$ cat src/video_pkg.sv
////////////////////
// video definitions shared by the shaper, the settings and the top level
// pixel type, orientation encoding and scaler slot code layout
////////////////////

package video_pkg;

  // 8 bits each of red, green, blue
  typedef logic [23:0] rgb_t;

  ////////////////////
  // orientation setting

  // value 3 is unused and handled as horizontal
  typedef enum logic [1:0] {
    ORIENT_AUTO       = 2'd0,
    ORIENT_HORIZONTAL = 2'd1,
    ORIENT_VERTICAL   = 2'd2
  } orientation_e;

  ////////////////////
  // scaler slot code

  // set selects the second scaler slot for rotated frames
  localparam int SLOT_ORIENT_BIT = 13;

  // hsync delay keeps the hsync pulse clear of vsync
  localparam int HSYNC_DELAY_DEFAULT = 7;

endpackage

$ cat src/bridge_pkg.sv
////////////////////
// host bridge definitions shared by the settings bank and the save reporter
// byte addresses of the writable settings and data-table constants
////////////////////

package bridge_pkg;

  // address and data width of the host bridge
  localparam int BRIDGE_WIDTH = 32;

  ////////////////////
  // settings address map

  typedef enum logic [BRIDGE_WIDTH-1:0] {
    ADDR_RESET_REQ    = 32'h0000_0050,
    ADDR_SYSTEM       = 32'h0000_0100,
    ADDR_CPU_TURBO    = 32'h0000_0110,
    ADDR_TRIPLE_BUF   = 32'h0000_0200,
    ADDR_FLICKERBLEND = 32'h0000_0204,
    ADDR_ORIENTATION  = 32'h0000_0208,
    ADDR_FLIP_HORIZ   = 32'h0000_020C,
    ADDR_FF_SOUND     = 32'h0000_0300
  } setting_addr_e;

  // cycles the core reset stays high after a request
  localparam int DEFAULT_RESET_HOLD = 1_000_000;

  ////////////////////
  // data table

  // word index of the save slot size entry
  localparam int DATATABLE_SAVE_SLOT = 7;
  // save size comes in blocks of this many bytes
  localparam int SAVE_BLOCK_BYTES = 512;
  // six rtc words appended to the save
  localparam int RTC_EXTRA_BYTES = 12;

endpackage
$ cat src/settings_if.sv
////////////////////
// decoded core settings from the register bank to its consumers
// bank drives, video reads orientation, observe reads everything
////////////////////

`timescale 1ns/1ps

interface settings_if;

  logic                     external_reset;
  logic [1:0]               configured_system;
  logic                     use_cpu_turbo;
  logic                     use_triple_buffer;
  logic [1:0]               configured_flickerblend;
  video_pkg::orientation_e  configured_orientation;
  logic                     use_flip_horizontal;
  logic                     use_fastforward_sound;

  modport bank (
    output external_reset,
    output configured_system,
    output use_cpu_turbo,
    output use_triple_buffer,
    output configured_flickerblend,
    output configured_orientation,
    output use_flip_horizontal,
    output use_fastforward_sound
  );

  modport video (
    input configured_orientation
  );

  // top level view of all fields
  modport observe (
    input external_reset,
    input configured_system,
    input use_cpu_turbo,
    input use_triple_buffer,
    input configured_flickerblend,
    input configured_orientation,
    input use_flip_horizontal,
    input use_fastforward_sound
  );

endinterface

$ cat src/core_shell.sv
////////////////////
// control and video conditioning shell around the console core
// bridge settings, save size report and scaler video on clk_74a
////////////////////

`timescale 1ns/1ps

module core_shell #(
  parameter int RESET_HOLD  = bridge_pkg::DEFAULT_RESET_HOLD,
  parameter int HSYNC_DELAY = video_pkg::HSYNC_DELAY_DEFAULT
) (
  input  logic                                clk_74a,
  input  logic                                pll_core_locked,
  // host bridge
  input  logic [bridge_pkg::BRIDGE_WIDTH-1:0] bridge_addr,
  input  logic                                bridge_wr,
  input  logic [bridge_pkg::BRIDGE_WIDTH-1:0] bridge_wr_data,
  // raw core video
  input  logic                                h_blank,
  input  logic                                v_blank,
  input  logic                                hsync_core,
  input  logic                                vsync_core,
  input  video_pkg::rgb_t                     rgb_core,
  input  logic                                is_vertical,
  // save info from the core
  input  logic [11:0]                         save_size,
  input  logic                                has_rtc,
  // settings to the core
  output logic                                external_reset,
  output logic [1:0]                          configured_system,
  output logic                                use_cpu_turbo,
  output logic                                use_triple_buffer,
  output logic [1:0]                          configured_flickerblend,
  output logic [1:0]                          configured_orientation,
  output logic                                use_flip_horizontal,
  output logic                                use_fastforward_sound,
  // host data table
  output logic                                datatable_wren,
  output logic [9:0]                          datatable_addr,
  output logic [bridge_pkg::BRIDGE_WIDTH-1:0] datatable_data,
  // scaler video
  output logic                                video_de,
  output logic                                video_hs,
  output logic                                video_vs,
  output video_pkg::rgb_t                     video_rgb
);

  settings_if settings ();

  core_settings_bank #(
    .RESET_HOLD (RESET_HOLD)
  ) settings_bank_i (
    .clk_74a         (clk_74a),
    .pll_core_locked (pll_core_locked),
    .bridge_addr     (bridge_addr),
    .bridge_wr       (bridge_wr),
    .bridge_wr_data  (bridge_wr_data),
    .settings        (settings)
  );

  save_size_reporter save_reporter_i (
    .clk_74a         (clk_74a),
    .pll_core_locked (pll_core_locked),
    .save_size       (save_size),
    .has_rtc         (has_rtc),
    .datatable_wren  (datatable_wren),
    .datatable_addr  (datatable_addr),
    .datatable_data  (datatable_data)
  );

  video_sync_shaper #(
    .HSYNC_DELAY (HSYNC_DELAY)
  ) video_shaper_i (
    .clk_74a         (clk_74a),
    .pll_core_locked (pll_core_locked),
    .h_blank         (h_blank),
    .v_blank         (v_blank),
    .hsync_core      (hsync_core),
    .vsync_core      (vsync_core),
    .rgb_core        (rgb_core),
    .is_vertical     (is_vertical),
    .settings        (settings),
    .video_de        (video_de),
    .video_hs        (video_hs),
    .video_vs        (video_vs),
    .video_rgb       (video_rgb)
  );

  // settings fanned out to the core pins
  assign external_reset          = settings.external_reset;
  assign configured_system       = settings.configured_system;
  assign use_cpu_turbo           = settings.use_cpu_turbo;
  assign use_triple_buffer       = settings.use_triple_buffer;
  assign configured_flickerblend = settings.configured_flickerblend;
  assign configured_orientation  = settings.configured_orientation;
  assign use_flip_horizontal     = settings.use_flip_horizontal;
  assign use_fastforward_sound   = settings.use_fastforward_sound;

endmodule

$ cat src/video_sync_shaper.sv
////////////////////
// conditions raw core video for the scaler
// registered pixels, delayed hsync, one cycle vsync, orientation slot code
////////////////////

`timescale 1ns/1ps

module video_sync_shaper #(
  parameter int HSYNC_DELAY = video_pkg::HSYNC_DELAY_DEFAULT
) (
  input  logic            clk_74a,
  input  logic            pll_core_locked,
  input  logic            h_blank,
  input  logic            v_blank,
  input  logic            hsync_core,
  input  logic            vsync_core,
  input  video_pkg::rgb_t rgb_core,
  input  logic            is_vertical,
  settings_if.video       settings,
  output logic            video_de,
  output logic            video_hs,
  output logic            video_vs,
  output video_pkg::rgb_t video_rgb
);

  localparam int HS_W = $clog2(HSYNC_DELAY);
  localparam logic [HS_W-1:0] HS_LOAD = HS_W'(HSYNC_DELAY - 1);

  logic            de;
  logic            hs_prev;
  logic            vs_prev;
  logic            frame_vertical;
  logic [HS_W-1:0] hs_cnt;
  video_pkg::rgb_t slot_rgb;

  assign de = ~(h_blank | v_blank);

  // auto defers to the core
  always_comb begin
    case (settings.configured_orientation)
      video_pkg::ORIENT_AUTO:     frame_vertical = is_vertical;
      video_pkg::ORIENT_VERTICAL: frame_vertical = 1'b1;
      default:                    frame_vertical = 1'b0;
    endcase
  end

  always_comb begin
    slot_rgb = '0;
    slot_rgb[video_pkg::SLOT_ORIENT_BIT] = frame_vertical;
  end

  ////////////////////
  // sync and enable

  always_ff @(posedge clk_74a or negedge pll_core_locked) begin
    if (!pll_core_locked) begin
      video_de <= 1'b0;
      video_hs <= 1'b0;
      video_vs <= 1'b0;
      hs_prev  <= 1'b0;
      vs_prev  <= 1'b0;
      hs_cnt   <= '0;
    end else begin
      video_de <= de;
      hs_prev  <= hsync_core;
      vs_prev  <= vsync_core;
      // vsync pulse right on the core edge
      video_vs <= vsync_core & ~vs_prev;
      // hsync waits out the countdown
      video_hs <= (hs_cnt == HS_W'(1));
      if (hsync_core && !hs_prev) begin
        hs_cnt <= HS_LOAD;
      end else if (hs_cnt != '0) begin
        hs_cnt <= hs_cnt - 1'b1;
      end
    end
  end

  // pixel payload, slot code right after the line
  always_ff @(posedge clk_74a) begin
    if (de) begin
      video_rgb <= rgb_core;
    end else if (video_de) begin
      video_rgb <= slot_rgb;
    end else begin
      video_rgb <= '0;
    end
  end

  ////////////////////
  // checks

  a_vs_single: assert property (@(posedge clk_74a) disable iff (!pll_core_locked)
    video_vs |=> !video_vs)
    else $error("vsync pulse longer than one cycle");

  a_hs_single: assert property (@(posedge clk_74a) disable iff (!pll_core_locked)
    video_hs |=> !video_hs)
    else $error("hsync pulse longer than one cycle");

endmodule

$ cat src/save_size_reporter.sv
////////////////////
// publishes the save RAM size in bytes to the host data table
// rewritten every cycle so it tracks the loaded cartridge
////////////////////

`timescale 1ns/1ps

module save_size_reporter (
  input  logic                                clk_74a,
  input  logic                                pll_core_locked,
  input  logic [11:0]                         save_size,
  input  logic                                has_rtc,
  output logic                                datatable_wren,
  output logic [9:0]                          datatable_addr,
  output logic [bridge_pkg::BRIDGE_WIDTH-1:0] datatable_data
);

  localparam int DW = bridge_pkg::BRIDGE_WIDTH;

  logic [DW-1:0] save_bytes;

  // block count to bytes, plus the rtc words when present
  assign save_bytes = DW'(save_size) * DW'(bridge_pkg::SAVE_BLOCK_BYTES)
                    + (has_rtc ? DW'(bridge_pkg::RTC_EXTRA_BYTES) : '0);

  always_ff @(posedge clk_74a or negedge pll_core_locked) begin
    if (!pll_core_locked) begin
      datatable_wren <= 1'b0;
      datatable_addr <= '0;
      datatable_data <= '0;
    end else begin
      datatable_wren <= 1'b1;
      datatable_addr <= 10'(bridge_pkg::DATATABLE_SAVE_SLOT);
      datatable_data <= save_bytes;
    end
  end

endmodule

$ cat src/core_settings_bank.sv
////////////////////
// settings registers written by the host bridge
// also stretches a host reset request into a long core reset
////////////////////

`timescale 1ns/1ps

module core_settings_bank #(
  parameter int RESET_HOLD = bridge_pkg::DEFAULT_RESET_HOLD
) (
  input  logic                                clk_74a,
  input  logic                                pll_core_locked,
  input  logic [bridge_pkg::BRIDGE_WIDTH-1:0] bridge_addr,
  input  logic                                bridge_wr,
  input  logic [bridge_pkg::BRIDGE_WIDTH-1:0] bridge_wr_data,
  settings_if.bank                            settings
);

  localparam int CNT_W = $clog2(RESET_HOLD + 1);

  logic [CNT_W-1:0] hold_cnt;
  logic             reset_req;

  assign reset_req = bridge_wr && (bridge_addr == bridge_pkg::ADDR_RESET_REQ);

  ////////////////////
  // reset stretch

  // a new request restarts the hold
  always_ff @(posedge clk_74a or negedge pll_core_locked) begin
    if (!pll_core_locked) begin
      hold_cnt                <= '0;
      settings.external_reset <= 1'b0;
    end else if (reset_req) begin
      hold_cnt                <= CNT_W'(RESET_HOLD);
      settings.external_reset <= 1'b1;
    end else if (hold_cnt != '0) begin
      hold_cnt <= hold_cnt - 1'b1;
      if (hold_cnt == CNT_W'(1)) begin
        settings.external_reset <= 1'b0;
      end
    end
  end

  ////////////////////
  // setting registers

  // unmapped addresses fall through
  always_ff @(posedge clk_74a or negedge pll_core_locked) begin
    if (!pll_core_locked) begin
      settings.configured_system       <= 2'd0;
      settings.use_cpu_turbo           <= 1'b0;
      settings.use_triple_buffer       <= 1'b0;
      settings.configured_flickerblend <= 2'd0;
      settings.configured_orientation  <= video_pkg::ORIENT_AUTO;
      settings.use_flip_horizontal     <= 1'b0;
      settings.use_fastforward_sound   <= 1'b0;
    end else if (bridge_wr) begin
      case (bridge_addr)
        bridge_pkg::ADDR_SYSTEM:       settings.configured_system <= bridge_wr_data[1:0];
        bridge_pkg::ADDR_CPU_TURBO:    settings.use_cpu_turbo <= bridge_wr_data[0];
        bridge_pkg::ADDR_TRIPLE_BUF:   settings.use_triple_buffer <= bridge_wr_data[0];
        bridge_pkg::ADDR_FLICKERBLEND: settings.configured_flickerblend <= bridge_wr_data[1:0];
        bridge_pkg::ADDR_ORIENTATION: begin
          settings.configured_orientation <= video_pkg::orientation_e'(bridge_wr_data[1:0]);
        end
        bridge_pkg::ADDR_FLIP_HORIZ:   settings.use_flip_horizontal <= bridge_wr_data[0];
        bridge_pkg::ADDR_FF_SOUND:     settings.use_fastforward_sound <= bridge_wr_data[0];
        default: begin
        end
      endcase
    end
  end

  ////////////////////
  // checks

  a_hold_bounded: assert property (@(posedge clk_74a) disable iff (!pll_core_locked)
    hold_cnt <= CNT_W'(RESET_HOLD))
    else $error("reset hold counter above its limit");

  // release only at the end of a full countdown
  a_reset_release: assert property (@(posedge clk_74a) disable iff (!pll_core_locked)
    $fell(settings.external_reset) |-> $past(hold_cnt) == CNT_W'(1))
    else $error("core reset released early");

endmodule

$ cat config.mk
export PLATFORM = sky130hd
export DESIGN_NAME = core_shell
export DESIGN_NICKNAME = d
export VERILOG_FILES = /design/src/video_pkg.sv /design/src/bridge_pkg.sv /design/src/settings_if.sv /design/src/core_shell.sv /design/src/video_sync_shaper.sv /design/src/save_size_reporter.sv /design/src/core_settings_bank.sv
export SDC_FILE = /design/constraint.sdc
export NUM_CORES = 1
export LEC_CHECK = 0
export BUFFER_PORTS_ARGS = -buffer_cell sky130_fd_sc_hd__buf_4
export CAP_MARGIN = 25
export CORE_ASPECT_RATIO = 0.75
export CORE_MARGIN = 3
export CORE_UTILIZATION = 45
export CTS_CLUSTER_DIAMETER = 80
export CTS_CLUSTER_SIZE = 16
export DETAILED_ROUTE_END_ITERATION = 8
export PLACE_DENSITY = 0.82
export SYNTH_ARGS = -nofsm -noshare
export SYNTH_HDL_FRONTEND = slang
export SYNTH_HIERARCHICAL = 1
export SYNTH_SLANG_ARGS = --single-unit
$ cat constraint.sdc
create_clock -name clk_74a -period 3.5 [get_ports clk_74a]
set_input_delay 0.7 -clock clk_74a [delete_from_list [all_inputs] [get_ports clk_74a]]
set_output_delay 0.7 -clock clk_74a [all_outputs]
set_load 0.05 [all_outputs]
==> results.cfg, run 1 <==
[worst_setup_path]
r2r-start = settings_bank_i/hold_cnt[1]
reg2reg_slack_ns = 1.13
crit_start = settings_bank_i/hold_cnt[1]
crit_path_end_kind = flop
path_class = reg -> reg
crit_slowest_cell = or4b_1
critical_path.max_fanout = 13
crit_buf_inv = 1
cp_top_family = simple AND/OR/NAND/NOR gates
cp_cell_sequence = inv_1, ha_1, or4b_1, or3_4, or4_1, a21oi_1
cp.arrival_ns = 2.64
critPathMaxStageDelay_ns = 0.48
required_ns = 3.77
crit_path_start_kind = flop

[global_route]
grt_pass1_vias = 2843
grt_max_degree = 54
grt_pass1_wl_microns = 13200
grt_overflow = 0
antenna_found_initial = 0
gr-usage-all-layers_pct = 19.9

[floorplanning]
die_w_microns = 106
core_sq_um = 6990
start_util_pct = 47.8
num_rows = 26
die_h_microns = 80.6
die-area_sq_um = 8510
io_pins = 190

[route]
routed_wl_microns = 8250
antenna_left = 0
drt_iter0_drc = 130
routed_via_density = 5.01
wl_per_cell_microns = 15.3
vias = 2708
drtPass1Iterations = 4
drc = 0

[sta]
maxSlewHeadroom_pct = 52.1
period_minus_slack_ns = 2.37
tightest_slew_ns = 0.717
final.setup.tns_ns = 0
finalSetupViolCount = 0
finClkSkew_ns = 0.00931
finalCritPeriodShare_pct = 67.7
slew_viol_final = 0
timing.fmax_mhz = 422
hold_violations = 0
rsz0062_at_grt = no
finalHoldWorstSlack_ns = 0.384

[synthesis]
synth_common_cells = dfrtp_1, buf_4, and2_1, dfxtp_1, a21oi_1
syn_area_sq_um = 3340
synth_cell_types = 50
ys_warn_count = 6
seq_area_frac_synth_pct = 54.0
async_flop_share_pct = 68.8
synth-seq-cells = 77
yosysTopAreaCell = dfrtp_1
netlist_top_cells_area = dfrtp_1, dfxtp_1, buf_4
synth_ff_type = dfrtp_1
synth_most_common_cell = dfrtp_1
avgSynthCellArea_sq_um = 11.0
syn_inst = 303
synth_edf_count = 0
yosys.area.top_type_share_pct = 39.7

[outcome]
status = finished, final reports clean

[cells_and_area]
syn2layout_area_growth_pct = 35.0
nets = 552
diodes = 0
nFillCells = 546
multi_input_area_sq_um = 1350
drive_gt1_share_pct = 38.2
regArea_sq_um = 1810
fin_area_sq_um = 4510

[cts]
clkSlewWorstSetupHoldPaths_ns = 0.08
cts-resized-gates = 0
clockBufferDepth = 2
cts_tree = done
cts.sinks = 77
cts_made_buffers = 9
clk_root_buffer_cell = clkbuf_8
cts_setup_buffers = 0
insertion_delay_ns = 0.35
cts-htree-levels = 3
ctsHoldBuffers = 0

[place]
port_buffers = 134
dp_hpwl_microns = 6390
placed_area_sq_um = 4310
gp_congestion = 0.894

[power]
ir_drop_v = 0.000330
p_leak_uw = 0.00206
p_per_area_nw_per_um2 = 447

[min_path]
hold_class = in -> async

[job]
drv_cap = 0
[flip-flops by register name, indices dropped and copies added, names as in the netlist]
register	cells
video_shaper_i/video_rgb	24
settings_bank_i/hold_cnt	20
save_reporter_i/datatable_data	13
video_shaper_i/hs_cnt	3
settings_bank_i/settings.configured_flickerblend	2
settings_bank_i/settings.configured_orientation	2
settings_bank_i/settings.configured_system	2
save_reporter_i/datatable_addr	1
settings_bank_i/settings.external_reset	1
settings_bank_i/settings.use_cpu_turbo	1
settings_bank_i/settings.use_fastforward_sound	1
settings_bank_i/settings.use_flip_horizontal	1
settings_bank_i/settings.use_triple_buffer	1
video_shaper_i/hs_prev	1
video_shaper_i/video_de	1
video_shaper_i/video_hs	1
video_shaper_i/video_vs	1
video_shaper_i/vs_prev	1
[worst reg2reg max path, cell delays in order (launching register included)]
cell,delay (ns)
dfrtp_1,0.41
inv_1,0.12
ha_1,0.20
or4b_1,0.48
or3_4,0.43
or4_1,0.49
a21oi_1,0.17
[placed cells by master (no fill, tap or decap), types with 10 or more instances in the layout]
cell        n
buf_4     134
dfrtp_1    53
conb_1     26
and2_1     24
dfxtp_1    24
a21oi_1    12
nand3_1    11
or4_1      11
o31ai_1    11
clkbuf_8   10
nor3_1     10
mux2_2     10
[layer usage]
layer,share of wire [%],GRT usage [%],wire (microns),vias up
met1,37,21.5,3030,1272
li1,-,-,-,1309
met4,1.5,6.99,122,0
met5,0,0,0,-
met2,52,35.1,4270,114
met3,10,8.51,831,13
[cell families after synthesis]
kind of cell | synth area share, %
other | 0.225
flip-flops | 54.0
XOR/XNOR | 0.262
adder cells (fa/ha/maj) | 2.25
multiplexers | 4.12
AND/OR/NAND/NOR | 22.8
buffers and inverters | 8.38
AO/OA/AOI/OAI | 7.97
[through the flow]
step / utilization (%) / power (uW) / setup slack (ns) / std cells
after floorplan: - / 1240 / 1.27 / 327
after global placement: 61.6 / 1350 / 0.947 / 524
after detailed placement: 61.6 / 1360 / 0.899 / 524
after CTS: 64.5 / 2050 / 1.14 / 540
after global routing: 64.5 / 2110 / 1.02 / 540
final: 64.5 / 2020 / 1.13 / 540
[power by group]
group / switching (uW) / internal [uW]
registers: 20.5 / 926
clock network: 337 / 333
logic: 249 / 152
total: 606 / 1410
[area by class of cell]
type                       instances  area share, %
clock buffer                      11           3.60
timing repair buffer             134           22.3
sequential                        77           40.0
tap                               98           2.72
multi-input combinational        208           29.8
inverter                           7          0.582
clock inverter                     5          0.970
[final timing paths]
kind	endpoint	cells past startpoint
worst max-delay path	settings_bank_i/hold_cnt[12]	6
worst min-delay path	settings_bank_i/settings.external_reset	1
worst max register to register	settings_bank_i/hold_cnt[12]	6
worst min register to register	video_shaper_i/video_vs	1
max in group asynchronous	save_reporter_i/datatable_data[9]	1
min in group clk_74a	video_shaper_i/video_vs	1
Power figures use the tool's default switching activity.
==> inputs of run 2 (changes only) <==
CORE_UTILIZATION = 40   (was 45)
PLACE_DENSITY = 0.77   (was 0.82)
clock period = 2 ns   (was 3.5 ns; I/O delays follow)
==> run 2 against run 1 <==
Clock power increased by 57%. Fmax grew 12%. Clock-buffer cell count is the same. Non-clock buffer count increased by 37. Critical path type unchanged. Final area up 8.2%. Flip-flop and latch count is the same. Sequential share of layout area fell by 3.0 points. The run now ends with negative setup slack left. Sequential power is 74% higher. Final cell count up 8.3%. Highest routed layer unchanged. Critical endpoint unchanged. Global-route usage fell by 1.9 points.
==> results.cfg, run 2 (synthesis gave the netlist of run 1 again) <==
[floorplanning]
core_sq_um = 8020
die_h_microns = 85.2
die-area_sq_um = 9500
num_rows = 28
io_pins = 190
start_util_pct = 41.7
die_w_microns = 112

[cells_and_area]
final_util_pct = 60.9
drive_gt1_share_pct = 46.3
largest_reg_flops = 24
syn2layout_area_growth_pct = 46.1
diodes = 0
final_common_cell = buf_4
regMostFlops = video_shaper_i/video_rgb
final_cell_mix = buf_4, dfrtp_1, conb_1
stdcell_count = 585
multi_input_area_sq_um = 1430
fin_area_sq_um = 4880
regArea_sq_um = 1810
top_regs = video_shaper_i/video_rgb x24, settings_bank_i/hold_cnt x20, save_reporter_i/datatable_data x13
nets = 590
nFillCells = 618

[sta]
period_minus_slack_ns = 2.11
timing.fmax_mhz = 473
finalSetupViolCount = 6
finalCritPeriodShare_pct = 106
finClkSkew_ns = 0.00670
tightest_slew_ns = 0.668
finalHoldWorstSlack_ns = 0.0900
rsz0062_at_grt = yes
finalWorstSetupSlack_ns = -0.114
hold_violations = 0
slew_viol_final = 0
maxSlewHeadroom_pct = 55.4

[cts]
insertion_delay_ns = 0.34
cts_made_buffers = 9
cts.sinks = 77
cts-htree-levels = 3
clk_root_buffer_cell = clkbuf_8
cts_tree = done
clockBufferDepth = 2
clkSlewWorstSetupHoldPaths_ns = 0.07

[route]
drtPass1Iterations = 4
drt_iter0_drc = 122
wl_per_cell_microns = 15.1
antenna_left = 0
drc = 0
routed_wl_microns = 8860
routed_via_density = 4.94
vias = 2889

[place]
placed_area_sq_um = 4560
dp_hpwl_microns = 6690
port_buffers = 134
place_ws_ns = -0.165
placed_cells = 561
gp_congestion = 0.840

[global_route]
grt_overflow = 0
grt_pass1_wl_microns = 13800
grt_pass1_vias = 2968
grt_max_degree = 54
gr-usage-all-layers_pct = 18.0
antenna_found_initial = 0

[worst_setup_path]
cp.arrival_ns = 2.38
required_ns = 2.26
crit_path_end_kind = flop
crit_path_start_kind = flop
path_class = reg -> reg
critical_path.max_fanout = 6

[min_path]
hold_class = in -> async

[power]
p_leak_uw = 0.00224
p_per_area_nw_per_um2 = 694
ir_drop_v = 0.000739

[outcome]
violations = negative setup slack
status = complete, but fails checks

[job]
drv_cap = 0
## run 2: cell count changes in the layout (fill, tap and decap cells not counted), moves of 3 or more
cell / before / now
buf_4: 134 / 167
buf_6: 0 / 3
o31ai_2: 0 / 4
o31ai_1: 11 / 7
## run 2: routing by layer
layer	part of all wire (%)	track usage, %	vias to the layer above
met1	40	21.1	1381
li1	-	-	1386
met4	1.0	5.19	0
met2	51	31.8	110
met5	0	0	-
met3	8.5	5.84	12
## run 2: area by class of cell
| cell class | count | share of cell area [%] |
|---|---|---|
| sequential | 77 | 37.0 |
| multi-input combinational | 209 | 29.4 |
| timing repair buffer | 171 | 26.8 |
| clock buffer | 11 | 2.90 |
| tap | 105 | 2.69 |
| clock inverter | 5 | 0.743 |
| inverter | 7 | 0.538 |
## run 2: what timing repair did
action                     CTS  global route
setup endpoints to repair    6            14
cloned                       1             0
pin swaps                    9             5
hold endpoints to repair     0             0
resized for setup            7            13
setup buffers                4             3
hold buffers                 0             0
## run 2: worst paths after layout
kind	from	to	slack, ns	cells after the start
max in group asynchronous	pll_core_locked	video_shaper_i/hs_cnt[2]	1.46	1
min reg2reg	video_shaper_i/vs_prev	video_shaper_i/video_vs	0.40	1
max reg2reg	settings_bank_i/hold_cnt[0]	settings_bank_i/hold_cnt[12]	-0.11	6
max	settings_bank_i/hold_cnt[0]	settings_bank_i/hold_cnt[12]	-0.11	6
min in group clk_74a	save_size[8]	save_reporter_i/datatable_data[17]	0.16	1
min	pll_core_locked	settings_bank_i/hold_cnt[3]	0.09	1
## run 2: critical path: stages, from the launching register on
cell	delay, ns
dfrtp_1	0.40
inv_2	0.08
ha_4	0.13
or4b_4	0.48
or3_4	0.39
or4_1	0.42
a21oi_1	0.14
## run 2: power by group
| part | switching [uW] | internal [uW] |
|---|---|---|
| sequential | 34.5 | 1620 |
| clock | 557 | 489 |
| combinational | 423 | 267 |
| total | 1010 | 2380 |
## run 2: stage by stage
step	total power, uW	setup TNS (ns)
3_5_place_dp	2380	-1.85
6_report	3390	-0.443
2_1_floorplan	2170	-0.409
4_1_cts	3430	-0.400
5_1_grt	3550	-0.809
3_3_place_gp	2360	-0.776
